==> src/logic/rdp_cfg_pkg.sv <==
// Default sizes for a half-rate DDR2 read path with two DQS groups; latency taps limited to MAX_READ_LATENCY-1
`default_nettype none

package rdp_cfg_pkg;

	// ********************************************************************
	// Memory side geometry
	// ********************************************************************
	localparam int MEM_DQ_WIDTH        = 8;
	localparam int MEM_READ_DQS_WIDTH  = 2;
	localparam int DQ_GROUP_WIDTH      = MEM_DQ_WIDTH / MEM_READ_DQS_WIDTH;

	// Half rate gives two AFI phases and four DDR beats per AFI clock
	localparam int AFI_RATE_RATIO      = 2;
	localparam int TIMESLOTS           = 2 * AFI_RATE_RATIO;
	localparam int AFI_DATA_WIDTH      = MEM_DQ_WIDTH * TIMESLOTS;
	localparam int CAPTURE_GROUP_WIDTH = DQ_GROUP_WIDTH * TIMESLOTS;

	// ********************************************************************
	// Read latency and resynchronization FIFO sizing
	// ********************************************************************
	localparam int MAX_READ_LATENCY    = 16;
	localparam int LATENCY_COUNT_WIDTH = $clog2(MAX_READ_LATENCY);
	localparam int READ_FIFO_DEPTH     = 8;

	// Termination window edges in AFI cycles, derived from the CAS latency
	localparam int MEM_T_RL            = 5;
	localparam int OCT_ON_DELAY        = (MEM_T_RL > 4) ? ((MEM_T_RL - 4) / 2) : 0;
	localparam int OCT_OFF_DELAY       = (MEM_T_RL + 6) / 2;

endpackage

`default_nettype wire
==> src/logic/rdp_types_pkg.sv <==
// Payload types of the read path; all widths follow rdp_cfg_pkg and change only there
`default_nettype none

package rdp_types_pkg;

	import rdp_cfg_pkg::*;

	// One DQS group's captured word, four time slots of DQ_GROUP_WIDTH bits
	// Time slot 0 sits in the low bits
	typedef logic [CAPTURE_GROUP_WIDTH-1:0] capture_word_t;

	// AFI read word, ordered by time slot and then by group inside the slot
	typedef logic [AFI_DATA_WIDTH-1:0] afi_word_t;

	// One bit per read DQS group, used for capture strobes and FIFO clears
	typedef logic [MEM_READ_DQS_WIDTH-1:0] group_mask_t;

	// Read latency as programmed by the sequencer, in AFI cycles
	typedef logic [LATENCY_COUNT_WIDTH-1:0] latency_t;

endpackage

`default_nettype wire

==> src/logic/read_fifo_if.sv <==
// Bundle between the FIFO bank and one group's resync FIFO; all signals are on pll_afi_clk
`timescale 1ns/1ns
`default_nettype none

interface read_fifo_if;

	import rdp_types_pkg::*;

	// Write side, one captured word per strobe
	logic          capture_valid;
	capture_word_t capture_data;

	// Read side, the pointer advances on each enabled edge
	logic          read_enable;
	// Synchronous clear of both pointers from the sequencer
	logic          fifo_clear;
	// Registered word that was read on the last enabled edge
	capture_word_t read_data;

	modport bank_mp (
		output capture_valid,
		output capture_data,
		output read_enable,
		output fifo_clear,
		input  read_data
	);

	modport fifo_mp (
		input  capture_valid,
		input  capture_data,
		input  read_enable,
		input  fifo_clear,
		output read_data
	);

endinterface

`default_nettype wire

==> src/logic/read_datapath_top.sv <==
// Read path top on one clock; only phase 0 of the AFI read enables is used, both valid phases are equal
`timescale 1ns/1ns
`default_nettype none

module read_datapath_top #(
	parameter int FIFO_DEPTH  = rdp_cfg_pkg::READ_FIFO_DEPTH,
	parameter int MAX_LATENCY = rdp_cfg_pkg::MAX_READ_LATENCY,
	parameter int ON_DELAY    = rdp_cfg_pkg::OCT_ON_DELAY,
	parameter int OFF_DELAY   = rdp_cfg_pkg::OCT_OFF_DELAY
) (
	input  wire pll_afi_clk,
	input  wire reset_n_afi_clk,
	input  wire rdp_types_pkg::capture_word_t [rdp_cfg_pkg::MEM_READ_DQS_WIDTH-1:0] ddio_phy_dq_i,
	input  wire rdp_types_pkg::group_mask_t dq_capture_valid_i,
	input  wire rdp_types_pkg::group_mask_t seq_read_fifo_reset_i,
	input  wire rdp_types_pkg::latency_t seq_read_latency_counter_i,
	input  wire [rdp_cfg_pkg::AFI_RATE_RATIO-1:0] afi_rdata_en_i,
	input  wire [rdp_cfg_pkg::AFI_RATE_RATIO-1:0] afi_rdata_en_full_i,
	output wire rdp_types_pkg::afi_word_t afi_rdata_o,
	output wire [rdp_cfg_pkg::AFI_RATE_RATIO-1:0] afi_rdata_valid_o,
	output wire force_oct_off_o
);

	import rdp_cfg_pkg::*;

	// Shared FIFO read enable and the single valid for all groups
	logic read_enable;
	logic read_valid;

	// Every AFI phase carries data in half rate, so both phases see one valid
	assign afi_rdata_valid_o = {AFI_RATE_RATIO{read_valid}};

	// ********************************************************************
	// Latency replay, data FIFOs and termination control
	// ********************************************************************
	read_latency_selector #(
		.MAX_LATENCY (MAX_LATENCY)
	) u_read_latency_selector (
		.pll_afi_clk                (pll_afi_clk),
		.reset_n_afi_clk            (reset_n_afi_clk),
		.afi_rdata_en_i             (afi_rdata_en_i[0]),
		.afi_rdata_en_full_i        (afi_rdata_en_full_i[0]),
		.seq_read_latency_counter_i (seq_read_latency_counter_i),
		.read_enable_o              (read_enable),
		.read_valid_o               (read_valid)
	);

	read_fifo_bank #(
		.FIFO_DEPTH (FIFO_DEPTH)
	) u_read_fifo_bank (
		.pll_afi_clk           (pll_afi_clk),
		.reset_n_afi_clk       (reset_n_afi_clk),
		.ddio_phy_dq_i         (ddio_phy_dq_i),
		.dq_capture_valid_i    (dq_capture_valid_i),
		.read_enable_i         (read_enable),
		.seq_read_fifo_reset_i (seq_read_fifo_reset_i),
		.afi_rdata_o           (afi_rdata_o)
	);

	oct_control #(
		.ON_DELAY  (ON_DELAY),
		.OFF_DELAY (OFF_DELAY)
	) u_oct_control (
		.pll_afi_clk         (pll_afi_clk),
		.reset_n_afi_clk     (reset_n_afi_clk),
		.afi_rdata_en_full_i (afi_rdata_en_full_i[0]),
		.force_oct_off_o     (force_oct_off_o)
	);

endmodule

`default_nettype wire

==> src/logic/oct_control.sv <==
// Forces on-die termination off around reads; OFF_DELAY must be at least 1 and not below ON_DELAY
`timescale 1ns/1ns
`default_nettype none

module oct_control #(
	parameter int ON_DELAY  = rdp_cfg_pkg::OCT_ON_DELAY,
	parameter int OFF_DELAY = rdp_cfg_pkg::OCT_OFF_DELAY
) (
	input  wire  pll_afi_clk,
	input  wire  reset_n_afi_clk,
	input  wire  afi_rdata_en_full_i,
	output logic force_oct_off_o
);

	// Bit k holds the full read enable sampled k edges before the current one
	logic [OFF_DELAY:0] rdata_en_hist;

	// ********************************************************************
	// Termination window
	// ********************************************************************
	always_ff @(posedge pll_afi_clk or negedge reset_n_afi_clk)
	begin
		if (!reset_n_afi_clk)
		begin
			rdata_en_hist   <= '0;
			force_oct_off_o <= 1'b0;
		end
		else
		begin
			rdata_en_hist   <= {rdata_en_hist[OFF_DELAY-1:0], afi_rdata_en_full_i};
			// Termination stays released while any enable is inside the window
			force_oct_off_o <= ~(|rdata_en_hist[OFF_DELAY:ON_DELAY]);
		end
	end

endmodule

`default_nettype wire

==> src/logic/read_latency_selector.sv <==
// Replays phase-0 read enables after the programmed latency; valid taps beyond MAX_LATENCY-1 are not supported
`timescale 1ns/1ns
`default_nettype none

module read_latency_selector #(
	parameter int MAX_LATENCY = rdp_cfg_pkg::MAX_READ_LATENCY
) (
	input  wire  pll_afi_clk,
	input  wire  reset_n_afi_clk,
	input  wire  afi_rdata_en_i,
	input  wire  afi_rdata_en_full_i,
	input  wire  rdp_types_pkg::latency_t seq_read_latency_counter_i,
	output logic read_enable_o,
	output logic read_valid_o
);

	// ********************************************************************
	// Delay lines
	// ********************************************************************
	// Bit k holds the enable that was sampled k edges ago
	logic [MAX_LATENCY-1:0] latency_shifter;
	logic [MAX_LATENCY-1:0] full_latency_shifter;

	always_ff @(posedge pll_afi_clk or negedge reset_n_afi_clk)
	begin
		if (!reset_n_afi_clk)
		begin
			latency_shifter      <= '0;
			full_latency_shifter <= '0;
		end
		else
		begin
			latency_shifter      <= {latency_shifter[MAX_LATENCY-2:0], afi_rdata_en_i};
			full_latency_shifter <= {full_latency_shifter[MAX_LATENCY-2:0], afi_rdata_en_full_i};
		end
	end

	// ********************************************************************
	// Latency taps
	// ********************************************************************
	// The FIFO read enable comes straight from the full line so that the
	// FIFO word and the valid below land on the same edge
	assign read_enable_o = full_latency_shifter[seq_read_latency_counter_i];

	// Valid is one register behind the tap, aligned with the FIFO read data
	always_ff @(posedge pll_afi_clk or negedge reset_n_afi_clk)
	begin
		if (!reset_n_afi_clk)
			read_valid_o <= 1'b0;
		else
			read_valid_o <= latency_shifter[seq_read_latency_counter_i];
	end

endmodule

`default_nettype wire

==> src/logic/read_fifo_bank.sv <==
// One resync FIFO per DQS group sharing one read enable; output is reordered into AFI time-slot order
`timescale 1ns/1ns
`default_nettype none

module read_fifo_bank #(
	parameter int FIFO_DEPTH = rdp_cfg_pkg::READ_FIFO_DEPTH
) (
	input  wire pll_afi_clk,
	input  wire reset_n_afi_clk,
	input  wire rdp_types_pkg::capture_word_t [rdp_cfg_pkg::MEM_READ_DQS_WIDTH-1:0] ddio_phy_dq_i,
	input  wire rdp_types_pkg::group_mask_t dq_capture_valid_i,
	input  wire read_enable_i,
	input  wire rdp_types_pkg::group_mask_t seq_read_fifo_reset_i,
	output wire rdp_types_pkg::afi_word_t afi_rdata_o
);

	import rdp_cfg_pkg::*;
	import rdp_types_pkg::*;

	// Sequencer clear, delayed by one register before it reaches the pointers
	group_mask_t fifo_clear_r;

	always_ff @(posedge pll_afi_clk or negedge reset_n_afi_clk)
	begin
		if (!reset_n_afi_clk)
			fifo_clear_r <= '0;
		else
			fifo_clear_r <= seq_read_fifo_reset_i;
	end

	// ********************************************************************
	// Per-group FIFO and output reordering
	// ********************************************************************
	for (genvar g = 0; g < MEM_READ_DQS_WIDTH; g++)
	begin : g_group
		read_fifo_if fifo_if ();

		// Group g owns slice g of the capture bus
		assign fifo_if.capture_valid = dq_capture_valid_i[g];
		assign fifo_if.capture_data  = ddio_phy_dq_i[g];
		assign fifo_if.read_enable   = read_enable_i;
		assign fifo_if.fifo_clear    = fifo_clear_r[g];

		read_resync_fifo #(
			.DEPTH (FIFO_DEPTH)
		) u_read_resync_fifo (
			.pll_afi_clk     (pll_afi_clk),
			.reset_n_afi_clk (reset_n_afi_clk),
			.fifo            (fifo_if.fifo_mp)
		);

		// FIFO words are group-major, AFI wants every group of slot t side by side
		for (genvar t = 0; t < TIMESLOTS; t++)
		begin : g_slot
			assign afi_rdata_o[MEM_DQ_WIDTH*t + DQ_GROUP_WIDTH*g +: DQ_GROUP_WIDTH] =
				fifo_if.read_data[DQ_GROUP_WIDTH*t +: DQ_GROUP_WIDTH];
		end
	end

endmodule

`default_nettype wire

==> src/logic/read_resync_fifo.sv <==
// Flop FIFO for one DQS group; no full or empty flags, so overflow overwrites and underflow rereads stale words
`timescale 1ns/1ns
`default_nettype none

module read_resync_fifo #(
	parameter int DEPTH = rdp_cfg_pkg::READ_FIFO_DEPTH
) (
	input  wire          pll_afi_clk,
	input  wire          reset_n_afi_clk,
	read_fifo_if.fifo_mp fifo
);

	import rdp_types_pkg::*;

	// A depth of one still needs a single pointer bit
	localparam int PTR_WIDTH = (DEPTH > 1) ? $clog2(DEPTH) : 1;

	capture_word_t        mem [DEPTH];
	logic [PTR_WIDTH-1:0] wr_ptr;
	logic [PTR_WIDTH-1:0] rd_ptr;

	// Pointers wrap at DEPTH, which need not be a power of two
	function automatic logic [PTR_WIDTH-1:0] ptr_next(input logic [PTR_WIDTH-1:0] ptr);
		if (ptr == PTR_WIDTH'(DEPTH - 1))
			return '0;
		return ptr + 1'b1;
	endfunction

	// ********************************************************************
	// Pointer control
	// ********************************************************************
	always_ff @(posedge pll_afi_clk or negedge reset_n_afi_clk)
	begin
		if (!reset_n_afi_clk)
		begin
			wr_ptr <= '0;
			rd_ptr <= '0;
		end
		else if (fifo.fifo_clear)
		begin
			// Clear from the sequencer discards every unread entry
			wr_ptr <= '0;
			rd_ptr <= '0;
		end
		else
		begin
			if (fifo.capture_valid)
				wr_ptr <= ptr_next(wr_ptr);
			if (fifo.read_enable)
				rd_ptr <= ptr_next(rd_ptr);
		end
	end

	// ********************************************************************
	// Storage and registered read port
	// ********************************************************************
	always_ff @(posedge pll_afi_clk)
	begin
		if (fifo.capture_valid && !fifo.fifo_clear)
			mem[wr_ptr] <= fifo.capture_data;
	end

	// The word leaves on the same edge that advances the read pointer
	always_ff @(posedge pll_afi_clk)
	begin
		if (fifo.read_enable && !fifo.fifo_clear)
			fifo.read_data <= mem[rd_ptr];
	end

endmodule

`default_nettype wire

==> config.mk <==
export PLATFORM = sky130hd
export DESIGN_NAME = read_datapath_top
export DESIGN_NICKNAME = d
export VERILOG_FILES = /design/src/logic/rdp_cfg_pkg.sv /design/src/logic/rdp_types_pkg.sv /design/src/logic/read_fifo_if.sv /design/src/logic/read_datapath_top.sv /design/src/logic/oct_control.sv /design/src/logic/read_latency_selector.sv /design/src/logic/read_fifo_bank.sv /design/src/logic/read_resync_fifo.sv
export SDC_FILE = /design/constraint.sdc
export NUM_CORES = 1
export LEC_CHECK = 0
export BUFFER_PORTS_ARGS = -buffer_cell sky130_fd_sc_hd__buf_2
export CAP_MARGIN = 40
export CORE_UTILIZATION = 45
export DETAILED_ROUTE_END_ITERATION = 10
export GPL_TIMING_DRIVEN = 0
export SYNTH_ARGS = -nofsm -noshare
export SYNTH_HDL_FRONTEND = slang
export SYNTH_SLANG_ARGS = --single-unit
==> constraint.sdc <==
create_clock -name pll_afi_clk -period 2.76 [get_ports pll_afi_clk]
set_input_delay 0.69 -clock pll_afi_clk [delete_from_list [all_inputs] [get_ports pll_afi_clk]]
set_output_delay 0.69 -clock pll_afi_clk [all_outputs]
set_load 0.01 [all_outputs]
Word level (Yosys, flattened, before mapping):

Memory sizes are Yosys's and may differ from the RTL's. A register that Yosys moved wholly into a read port is not among the register bits.
Cells that the tools add are included.

* input bits: 46
* memory bits (read-only): 0
* RAM bits: 256
* flip-flop bits (word level): 54
* latch bits: 0
* memories kept: 2
* output and inout bits: 35

Memory list
* u_read_fifo_bank.g_group[0].u_read_resync_fifo.mem: depth 8, bits a word 16, read ports 1, clocked after Yosys merged registers in 1, write ports 1, line read_resync_fifo.sv:18 `capture_word_t mem [DEPTH];`
* u_read_fifo_bank.g_group[1].u_read_resync_fifo.mem: depth 8, bits a word 16, read ports 1, clocked after Yosys merged registers in 1, write ports 1, line read_resync_fifo.sv:18

* shift operators: 0
* $lt $le $gt $ge: 1
* divide/modulo/power cells: 0
* multipliers: 0
* add/subtract/negate cells: 4
* bitwise gates (word level): 1
* mux-type cells: 36
* reductions and logical operators: 11
* eq/ne operators: 4

Operator list (count)
* $mux 3: 16
* $mux 1: 18
* $add 3x1->3 const B: 4
* $eq 3x3->1 const B: 4
* $bmux 1 s4: 2
* $reduce_bool 2->1: 4
* $reduce_or 6->1: 1
* $lt 4x5->1 const B: 1
* $logic_and 1x1->1: 4
* $logic_not 1->1: 2
* $not 1->1: 1

Longest topological paths before layout:

Gate-level depths: netlist of run 1.

* depth after elaboration: 7
* depth in mapped cells: 6
* gate-level depth less buffers: 5

By module:

A second synthesis of run 1 with hierarchy kept.

* cell total of the unflattened synthesis: 552
* area total of the unflattened synthesis: 12902.4 sq um

By module, submodules not included
* read_resync_fifo (u_read_fifo_bank.g_group[0].u_read_resync_fifo): times used 1, area each 5791.8 sq um, seq. area each 4474.3 sq um, cells an instance 243
* read_resync_fifo (u_read_fifo_bank.g_group[1].u_read_resync_fifo): times used 1, area each 5758.0 sq um, seq. area each 4474.3 sq um, cells an instance 242
* read_latency_selector: times used 1, area each 1094.8 sq um, seq. area each 825.8 sq um, cells an instance 54
* oct_control: times used 1, area each 192.7 sq um, seq. area each 175.2 sq um, cells an instance 9
* read_fifo_bank: times used 1, area each 50.0 sq um, seq. area each 50.0 sq um, cells an instance 2
* read_datapath_top: times used 1, area each 15.0 sq um, seq. area each 0.0 sq um, cells an instance 2

Worst setup path after synthesis of run 1:

Ideal clock, no wire load.

* path type: in2reg
* start: input port dq_capture_valid_i[1]
* end: memory u_read_fifo_bank.g_group[1].u_read_resync_fifo.mem[0][0] (netlist name), enable pin
* setup time: 409 ps
* cell stages on the path: 3
* slack: 70 ps
* buffers on the path: 0
* data arrival time: 2280 ps
* path through: inv_1 or3_1 nor3_1

* cells in the longest elaborated chain, start to end: 3

Ends and longest elaborated chain
* from (decl): line read_datapath_top.sv:14 `input wire rdp_types_pkg::group_mask_t dq_capture_valid_i,`
* $logic_and 1x1->1: line read_resync_fifo.sv:59 `if (fifo.capture_valid && !fifo.fifo_clear)`
* $mux 1: line read_resync_fifo.sv:59
* $mux 1 (not written as such): line read_resync_fifo.sv:60 `mem[wr_ptr] <= fifo.capture_data;`
* to (decl): line read_resync_fifo.sv:18

No other way between the ends.

==> summary.md, run 1 <==
| Metric | Value |
|---|---|
| Setup violations, final | 0 |
| DR iter-0 viols | 518 |
| Clock Skews | 24.4 ps |
| Clk root buf | clkbuf_16 |
| WL per Instance | 21.9 um |
| Post-synth EDFFs | 288 |
| Vias post-DR | 5707 |
| Number of I/O pins | 81 |
| Largest net degree at the start of global routing | 30 |
| Die Span X | 168 um |
| Die Ht | 168 um |
| Sink Count | 336 |
| Final core occ | 54.5% |
| First-pass GRT wire length | 35800 um |
| Number of distinct library cells after synthesis | 22 |
| Final period util | 84.9% |
| Vias in the first global route | 6135 |
| RD Place Congestion | 0.719 |
| Critical path launch point type | register |
| Setup WS pre-CTS | 38.4 ps |
| Fmax | 427 MHz |
| Crit-path max FO | 10 |
| Synth Cell Area | 12500 um2 |
| Setup CP Type | register to register |
| DIE AREA | 28400 um2 |
| Sequential fraction of the synthesis area | 79.0% |
| CTS buffer count | 36 |
| DRT antenna net count | 0 |
| CTS tree | yes |
| Min Tclk post-route | 2340 ps |
| Average vias per placed instance | 5.31 |
| Pwr Density | 750 nW/um2 |
| DR pass1 iterations | 5 |
| Syn_nets | 594 |
| Setup slack on the worst flop-to-flop path | 420 ps |
| Placeable core area | 27100 um2 |
| HP Class | primary input to asynchronous set/reset pin |
| Total leakage power | 5.06 nW |
| VDD IR-drop max | 0.454 mV |
| Starting Density | 46.0% |
| Max cap viols | 0 |
| DP Wirelength | 15700 um |
| Total gr overflow | 0 |
| YS warnings | 0 |
| Share of cells above drive strength 1 | 39.9% |
| Final worst setup slack | 417 ps |
| RSZ-0062 raised after global routing | no |
| DRC violations left | 0 |
| # fillers | 2044 |
| Slew Viols, Final | 0 |
| CTS Hold Bufs | 0 |
| Result of the run | complete, no violations |
| Antenna violations before repair | 4 |
| Arr. time, crit path | 2590 ps |
| Cell Rows | 60 |
| Layout Area Growth over Synthesis | 18.4% |
| Most common flop cell mapped by yosys | edfxtp_1 |
| Worst skew pair latency | 520 ps |
| Worst Path Required | 3010 ps |
| Seq cells post-synth | 336 |
| Total Nets Final | 731 |
| Async SR Flop Fraction | 14.3% |
| Endpoint type of the worst setup path | register |
| Slew @ Worst Pin | 799 ps |
| Setup Fix Bufs, Post-CTS | 0 |
| Area of the multi-input gates | 2530 um2 |
| Slew HR | 46.7% |
| FF+latch area | 9850 um2 |
| Worst hold slack | 149 ps |
| Clock slew at reported path FFs | 60 ps |
| I/O Buffers | 76 |
| Post-Route WL | 23600 um |
| CTS Buffer Depth | 3 |
| Fin. Hold Viols | 0 |
| H-tree levels | 2 |
| Post-CTS sizing | 0 |
| Synthesized area per cell | 23.1 um2 |
| Post-Synthesis Cells | 540 |
| R2r worst-path depth | 4 |
| Total GRT Usage | 17.2% |
[layout make-up]
cell class	instances	area share [%]
sequential	336	66.7
multi-input combinational	175	17.1
clock buffer	53	7.02
timing repair buffer	99	4.68
tap	372	3.15
buffer	27	0.924
clock inverter	9	0.322
inverter	2	0.0508
antenna	2	0.0339
[power breakdown]
group / switching (mW) / internal [mW]
combinational: 0.474 / 0.470
clock: 1.79 / 2.59
sequential: 0.0539 / 5.69
total: 2.32 / 8.75
[worst min path at each step]
stage | startpoint | endpoint | slack, ps | cells after the start
final | reset_n_afi_clk | u_read_latency_selector.latency_shifter[4] | 150 | 1
after global routing | reset_n_afi_clk | u_read_latency_selector.latency_shifter[4] | 170 | 1
after CTS | reset_n_afi_clk | u_read_latency_selector.latency_shifter[14] | 140 | 1
after detailed placement | u_read_latency_selector.latency_shifter[12] | u_read_latency_selector.latency_shifter[13] | 360 | 0
after global placement | u_read_latency_selector.full_latency_shifter[8] | u_read_latency_selector.full_latency_shifter[9] | 350 | 0
after floorplan | u_read_latency_selector.full_latency_shifter[6] | u_read_latency_selector.full_latency_shifter[7] | 350 | 0
[per-stage QoR]
stage / instances / setup TNS, ps / total power [mW] / cell area (um2)
3_3_place_gp: 988 / -135240 / 6.75 / 13300
5_1_grt: 1075 / 0 / 11.4 / 14800
4_1_cts: 1073 / 0 / 11.2 / 14800
6_report: 1075 / 0 / 11.1 / 14800
3_5_place_dp: 1011 / 0 / 6.81 / 13700
2_1_floorplan: 540 / 0 / 6.45 / 12500
[routing by layer]
layer / vias to the layer above / GRT usage, % / wire, um / share of wire [%]
met4: 4 / 5.81 / 468 / 2.0
met5: - / 0 / 20 / 0.085
met2: 135 / 27.6 / 11600 / 49
met1: 3024 / 23.9 / 10400 / 44
li1: 2499 / - / - / -
met3: 45 / 3.27 / 1090 / 4.6
[registers in the layout, summed over array words and instances (netlist names)]
name and cells:
u_read_latency_selector.full_latency_shifter 15, u_read_fifo_bank.fifo_clear_r 2, u_read_fifo_bank.g_group.u_read_resync_fifo.rd_ptr 6, u_read_latency_selector.latency_shifter 16
u_read_fifo_bank.g_group.u_read_resync_fifo.wr_ptr 6, u_oct_control.force_oct_off_o 1, u_read_fifo_bank.g_group.u_read_resync_fifo.mem 256, u_read_fifo_bank.g_group.u_read_resync_fifo.fifo.read_data 32
u_read_latency_selector.read_valid_o 1, u_oct_control.rdata_en_hist 1
[cells in the mapped netlist, types with 3 or more instances]
cell type / number / area share [%]
buf_2: 10 / 0.40
edfxtp_1: 288 / 69
nor2_1: 27 / 0.81
dfrtp_1: 48 / 9.6
nor2b_1: 3 / 0.15
nand2b_1: 4 / 0.20
a21oi_1: 3 / 0.12
nand2_1: 3 / 0.090
mux4_1: 4 / 0.84
mux2i_1: 9 / 0.72
mux2_2: 32 / 2.9
nor3_1: 7 / 0.28
clkbuf_1: 11 / 0.33
ha_1: 8 / 0.80
mux4_2: 70 / 13
[cells by family after synthesis]
logic type / after synthesis / synth area share [%]
flip-flops: 336 / 79.0
multiplexers: 115 / 17.1
AND/OR/NAND/NOR: 49 / 1.82
buffers and inverters: 29 / 1.15
adder cells (fa/ha/maj): 8 / 0.803
AO/OA/AOI/OAI: 3 / 0.120
[cells in the final DEF (no fill, tap or decap), drive strengths merged]
master | netlist | layout
dfrtp | 48 | 48
nor3 | 7 | 7
nand2b | 4 | 4
nand3b | 2 | 2
or3 | 2 | 2
clkbuf | 11 | 64
nor2 | 27 | 27
buf | 16 | 115
a21oi | 3 | 3
diode | 0 | 2
clkinv | 0 | 7
mux2 | 32 | 32
mux2i | 9 | 9
ha | 8 | 8
inv | 2 | 4
edfxtp | 288 | 288
or4 | 1 | 1
nand2 | 3 | 3
mux4 | 74 | 74
nor2b | 3 | 3
[critical path, stage by stage, from the launching register on]
cell and delay [ps]:
dfrtp_1 360, clkbuf_1 400, buf_2 460, mux4_2 550, mux2_2 310
No activity file was read; power rests on OpenSTA's default activity.
==> run 2: changes to the inputs <==
==> constraint.sdc (replaced) <==
create_clock -name pll_afi_clk -period 2.44 [get_ports pll_afi_clk]
set_input_delay 0.61 -clock pll_afi_clk [delete_from_list [all_inputs] [get_ports pll_afi_clk]]
set_output_delay 0.61 -clock pll_afi_clk [all_outputs]
set_load 0.01 [all_outputs]
==> summary.md, run 2 (synthesized netlist as in run 1, its figures left out) <==
| Metric | Value |
|---|---|
| Clock slew at reported path FFs | 60 ps (about the same) |
| Setup CP Type | register to register |
| WL per Instance | 22.3 um (+1.7%) |
| Arr. time, crit path | 2580 ps (about the same) |
| Max layer used | met5 |
| Total GRT Usage | 17.8% (+0.63 points) |
| Largest net degree at the start of global routing | 30 (unchanged) |
| Max reg flops | 256 (unchanged) |
| CP top delay family | buffers and inverters |
| RD Place Congestion | 0.707 (-1.6%) |
| Endpoint type of the worst setup path | register |
| Inst Count DP | 1009 (-0.20%) |
| Sink Count | 336 (unchanged) |
| DP Area | 13700 um2 (+0.43%) |
| Antenna violations before repair | 2 (-2) |
| Critical path launch point type | register |
| CTS Buffer Depth | 3 (unchanged) |
| Number of cells on the critical path | 4 (unchanged) |
| Min Tclk post-route | 2330 ps (-12.4 ps) |
| HP Class | primary input to asynchronous set/reset pin |
| H-tree levels | 2 (unchanged) |
| Slew Viols, Final | 0 (unchanged) |
| DR iter-0 viols | 479 (-7.5%) |
| Cell Rows | 60 (unchanged) |
| Met1 Wirelength | 10300 um (-0.58%) |
| Commonest non-fill, non-tap cell in the layout | edfxtp_1 |
| DRT antenna net count | 0 (unchanged) |
| Setup Fix Bufs, Post-CTS | 0 (unchanged) |
| Final worst setup slack | 109 ps (-308 ps) |
| Metal2 WL | 11900 um (+2.4%) |
| # fillers | 2047 (+0.15%) |
| DIE AREA | 28400 um2 (unchanged) |
| R2r worst-path depth | 4 (unchanged) |
| Slew HR | 43.3% (-3.4 points) |
| Vias in the first global route | 6207 (+1.2%) |
| CTS tree | yes |
| Post-route design area | 14800 um2 (+0.46%) |
| Final core occ | 54.7% (+0.25 points) |
| Clock Skews | 19.9 ps (-4.51 ps) |
| Crit-path max FO | 10 (unchanged) |
| Fin. Hold Viols | 0 (unchanged) |
| Pwr Density | 845 nW/um2 (+13%) |
| Power, Total | 12.5 mW (+13%) |
| Worst Path Required | 2690 ps (-320 ps) |
| Max stage delay on crit path | 560 ps (about the same) |
| Largest register by flop count | u_read_fifo_bank.g_group.u_read_resync_fifo.mem |
| First-pass GRT wire length | 37000 um (+3.5%) |
| Slew @ Worst Pin | 850 ps (+50.9 ps) |
| Buf/Inv on CP | 2 (unchanged) |
| Placeable core area | 27100 um2 (unchanged) |
| Total leakage power | 5.08 nW (+0.40%) |
| I/O Buffers | 76 (unchanged) |
| Crit-path slowest cell | mux4_2 |
| Setup slack on the worst flop-to-flop path | 110 ps (-310 ps) |
| RSZ-0062 raised after global routing | yes |
| Average vias per placed instance | 5.35 (+0.80%) |
| Post-Route WL | 24000 um (+1.5%) |
| Starting Density | 46.0% (unchanged) |
| Result of the run | complete, no violations |
| Setup violations, final | 0 (unchanged) |
| Worst skew pair latency | 510 ps (about the same) |
| Most frequent cells in the layout | edfxtp_1, buf_2, mux4_2 |
| Number of I/O pins | 81 (unchanged) |
| DR pass1 iterations | 4 (-1) |
| VDD IR-drop max | 0.478 mV (+5.3%) |
| # diodes | 0 (-2) |
| Vias post-DR | 5742 (+0.61%) |
| DP Wirelength | 15900 um (+0.90%) |
| Fmax | 429 MHz (+0.53%) |
| Clk root buf | clkbuf_16 |
| Layout Area Growth over Synthesis | 19.0% |
| Final period util | 95.5% (+11 points) |
| WL met3 | 1220 um (+11%) |
| Setup WS pre-CTS | -204 ps (-242 ps) |
| Regs by FF count | u_read_fifo_bank.g_group.u_read_resync_fifo.mem (256), u_read_fifo_bank.g_group.u_read_resync_fifo.fifo.read_data (32), u_read_latency_selector.latency_shifter (16) |
| Total Nets Final | 729 (-0.27%) |
| Die Ht | 168 um (unchanged) |
| CP cell instances | clkbuf_1 > buf_2 > mux4_2 > mux2_2 |
| Share of cells above drive strength 1 | 40.4% (+0.43 points) |
| DRC violations left | 0 (unchanged) |
| Layout Cells excl Fill | 1073 (-0.19%) |
| Total gr overflow | 0 (unchanged) |
| Max cap viols | 0 (unchanged) |
| CTS buffer count | 36 (unchanged) |
| Die Span X | 168 um (unchanged) |
[run 2: metal layers]
metal | vias up | track usage, %
li1 | 2501 | -
met1 | 3032 | 24.7
met2 | 157 | 29.3
met3 | 48 | 3.57
met4 | 4 | 4.55
met5 | - | 0
[run 2: through the flow]
stage / hold slack [ps] / setup TNS (ps)
finish: 65.8 / 0
global route: 75.5 / -284
CTS: 58.0 / 0
detailed placement: 362 / -4080
global placement: 350 / -160860
floorplan: 314 / 0
[run 2: area by class of cell]
| cell class | instances | area (um2) | area share [%] |
|---|---|---|---|
| sequential | 336 | 9850 | 66.4 |
| multi-input combinational | 175 | 2540 | 17.1 |
| clock buffer | 49 | 1010 | 6.82 |
| timing repair buffer | 97 | 737 | 4.97 |
| tap | 372 | 465 | 3.14 |
| buffer | 27 | 143 | 0.962 |
| clock inverter | 15 | 80.1 | 0.540 |
| inverter | 2 | 7.51 | 0.0506 |
[run 2: repair_timing]
action / in CTS / in global routing
hold buffers: 0 / 0
setup endpoints to repair: 2 / 20
pin swaps: 0 / 0
gates resized for setup: 2 / 2
[run 2: worst min-delay path by stage]
stage / endpoint / cells after the start
global placement: u_read_latency_selector.full_latency_shifter[9] / 0
finish: u_read_latency_selector.latency_shifter[4] / 1
detailed placement: u_read_latency_selector.latency_shifter[14] / 0
global route: u_read_latency_selector.latency_shifter[4] / 1
floorplan: u_oct_control.force_oct_off_o / 0
CTS: u_read_latency_selector.latency_shifter[4] / 1
[run 2: power by group]
group / internal, mW / switching (mW) / total [mW] / leakage [nW]
clock: 2.90 / 2.04 / 4.95 / 0.543
combinational: 0.542 / 0.543 / 1.09 / 1.34
sequential: 6.44 / 0.0612 / 6.50 / 3.20
[run 2: worst register-to-register path: stages, from the launching register on]
cell and delay, ps:
dfrtp_1 350, clkbuf_1 400, buf_2 490, mux4_2 570
mux2_2 270
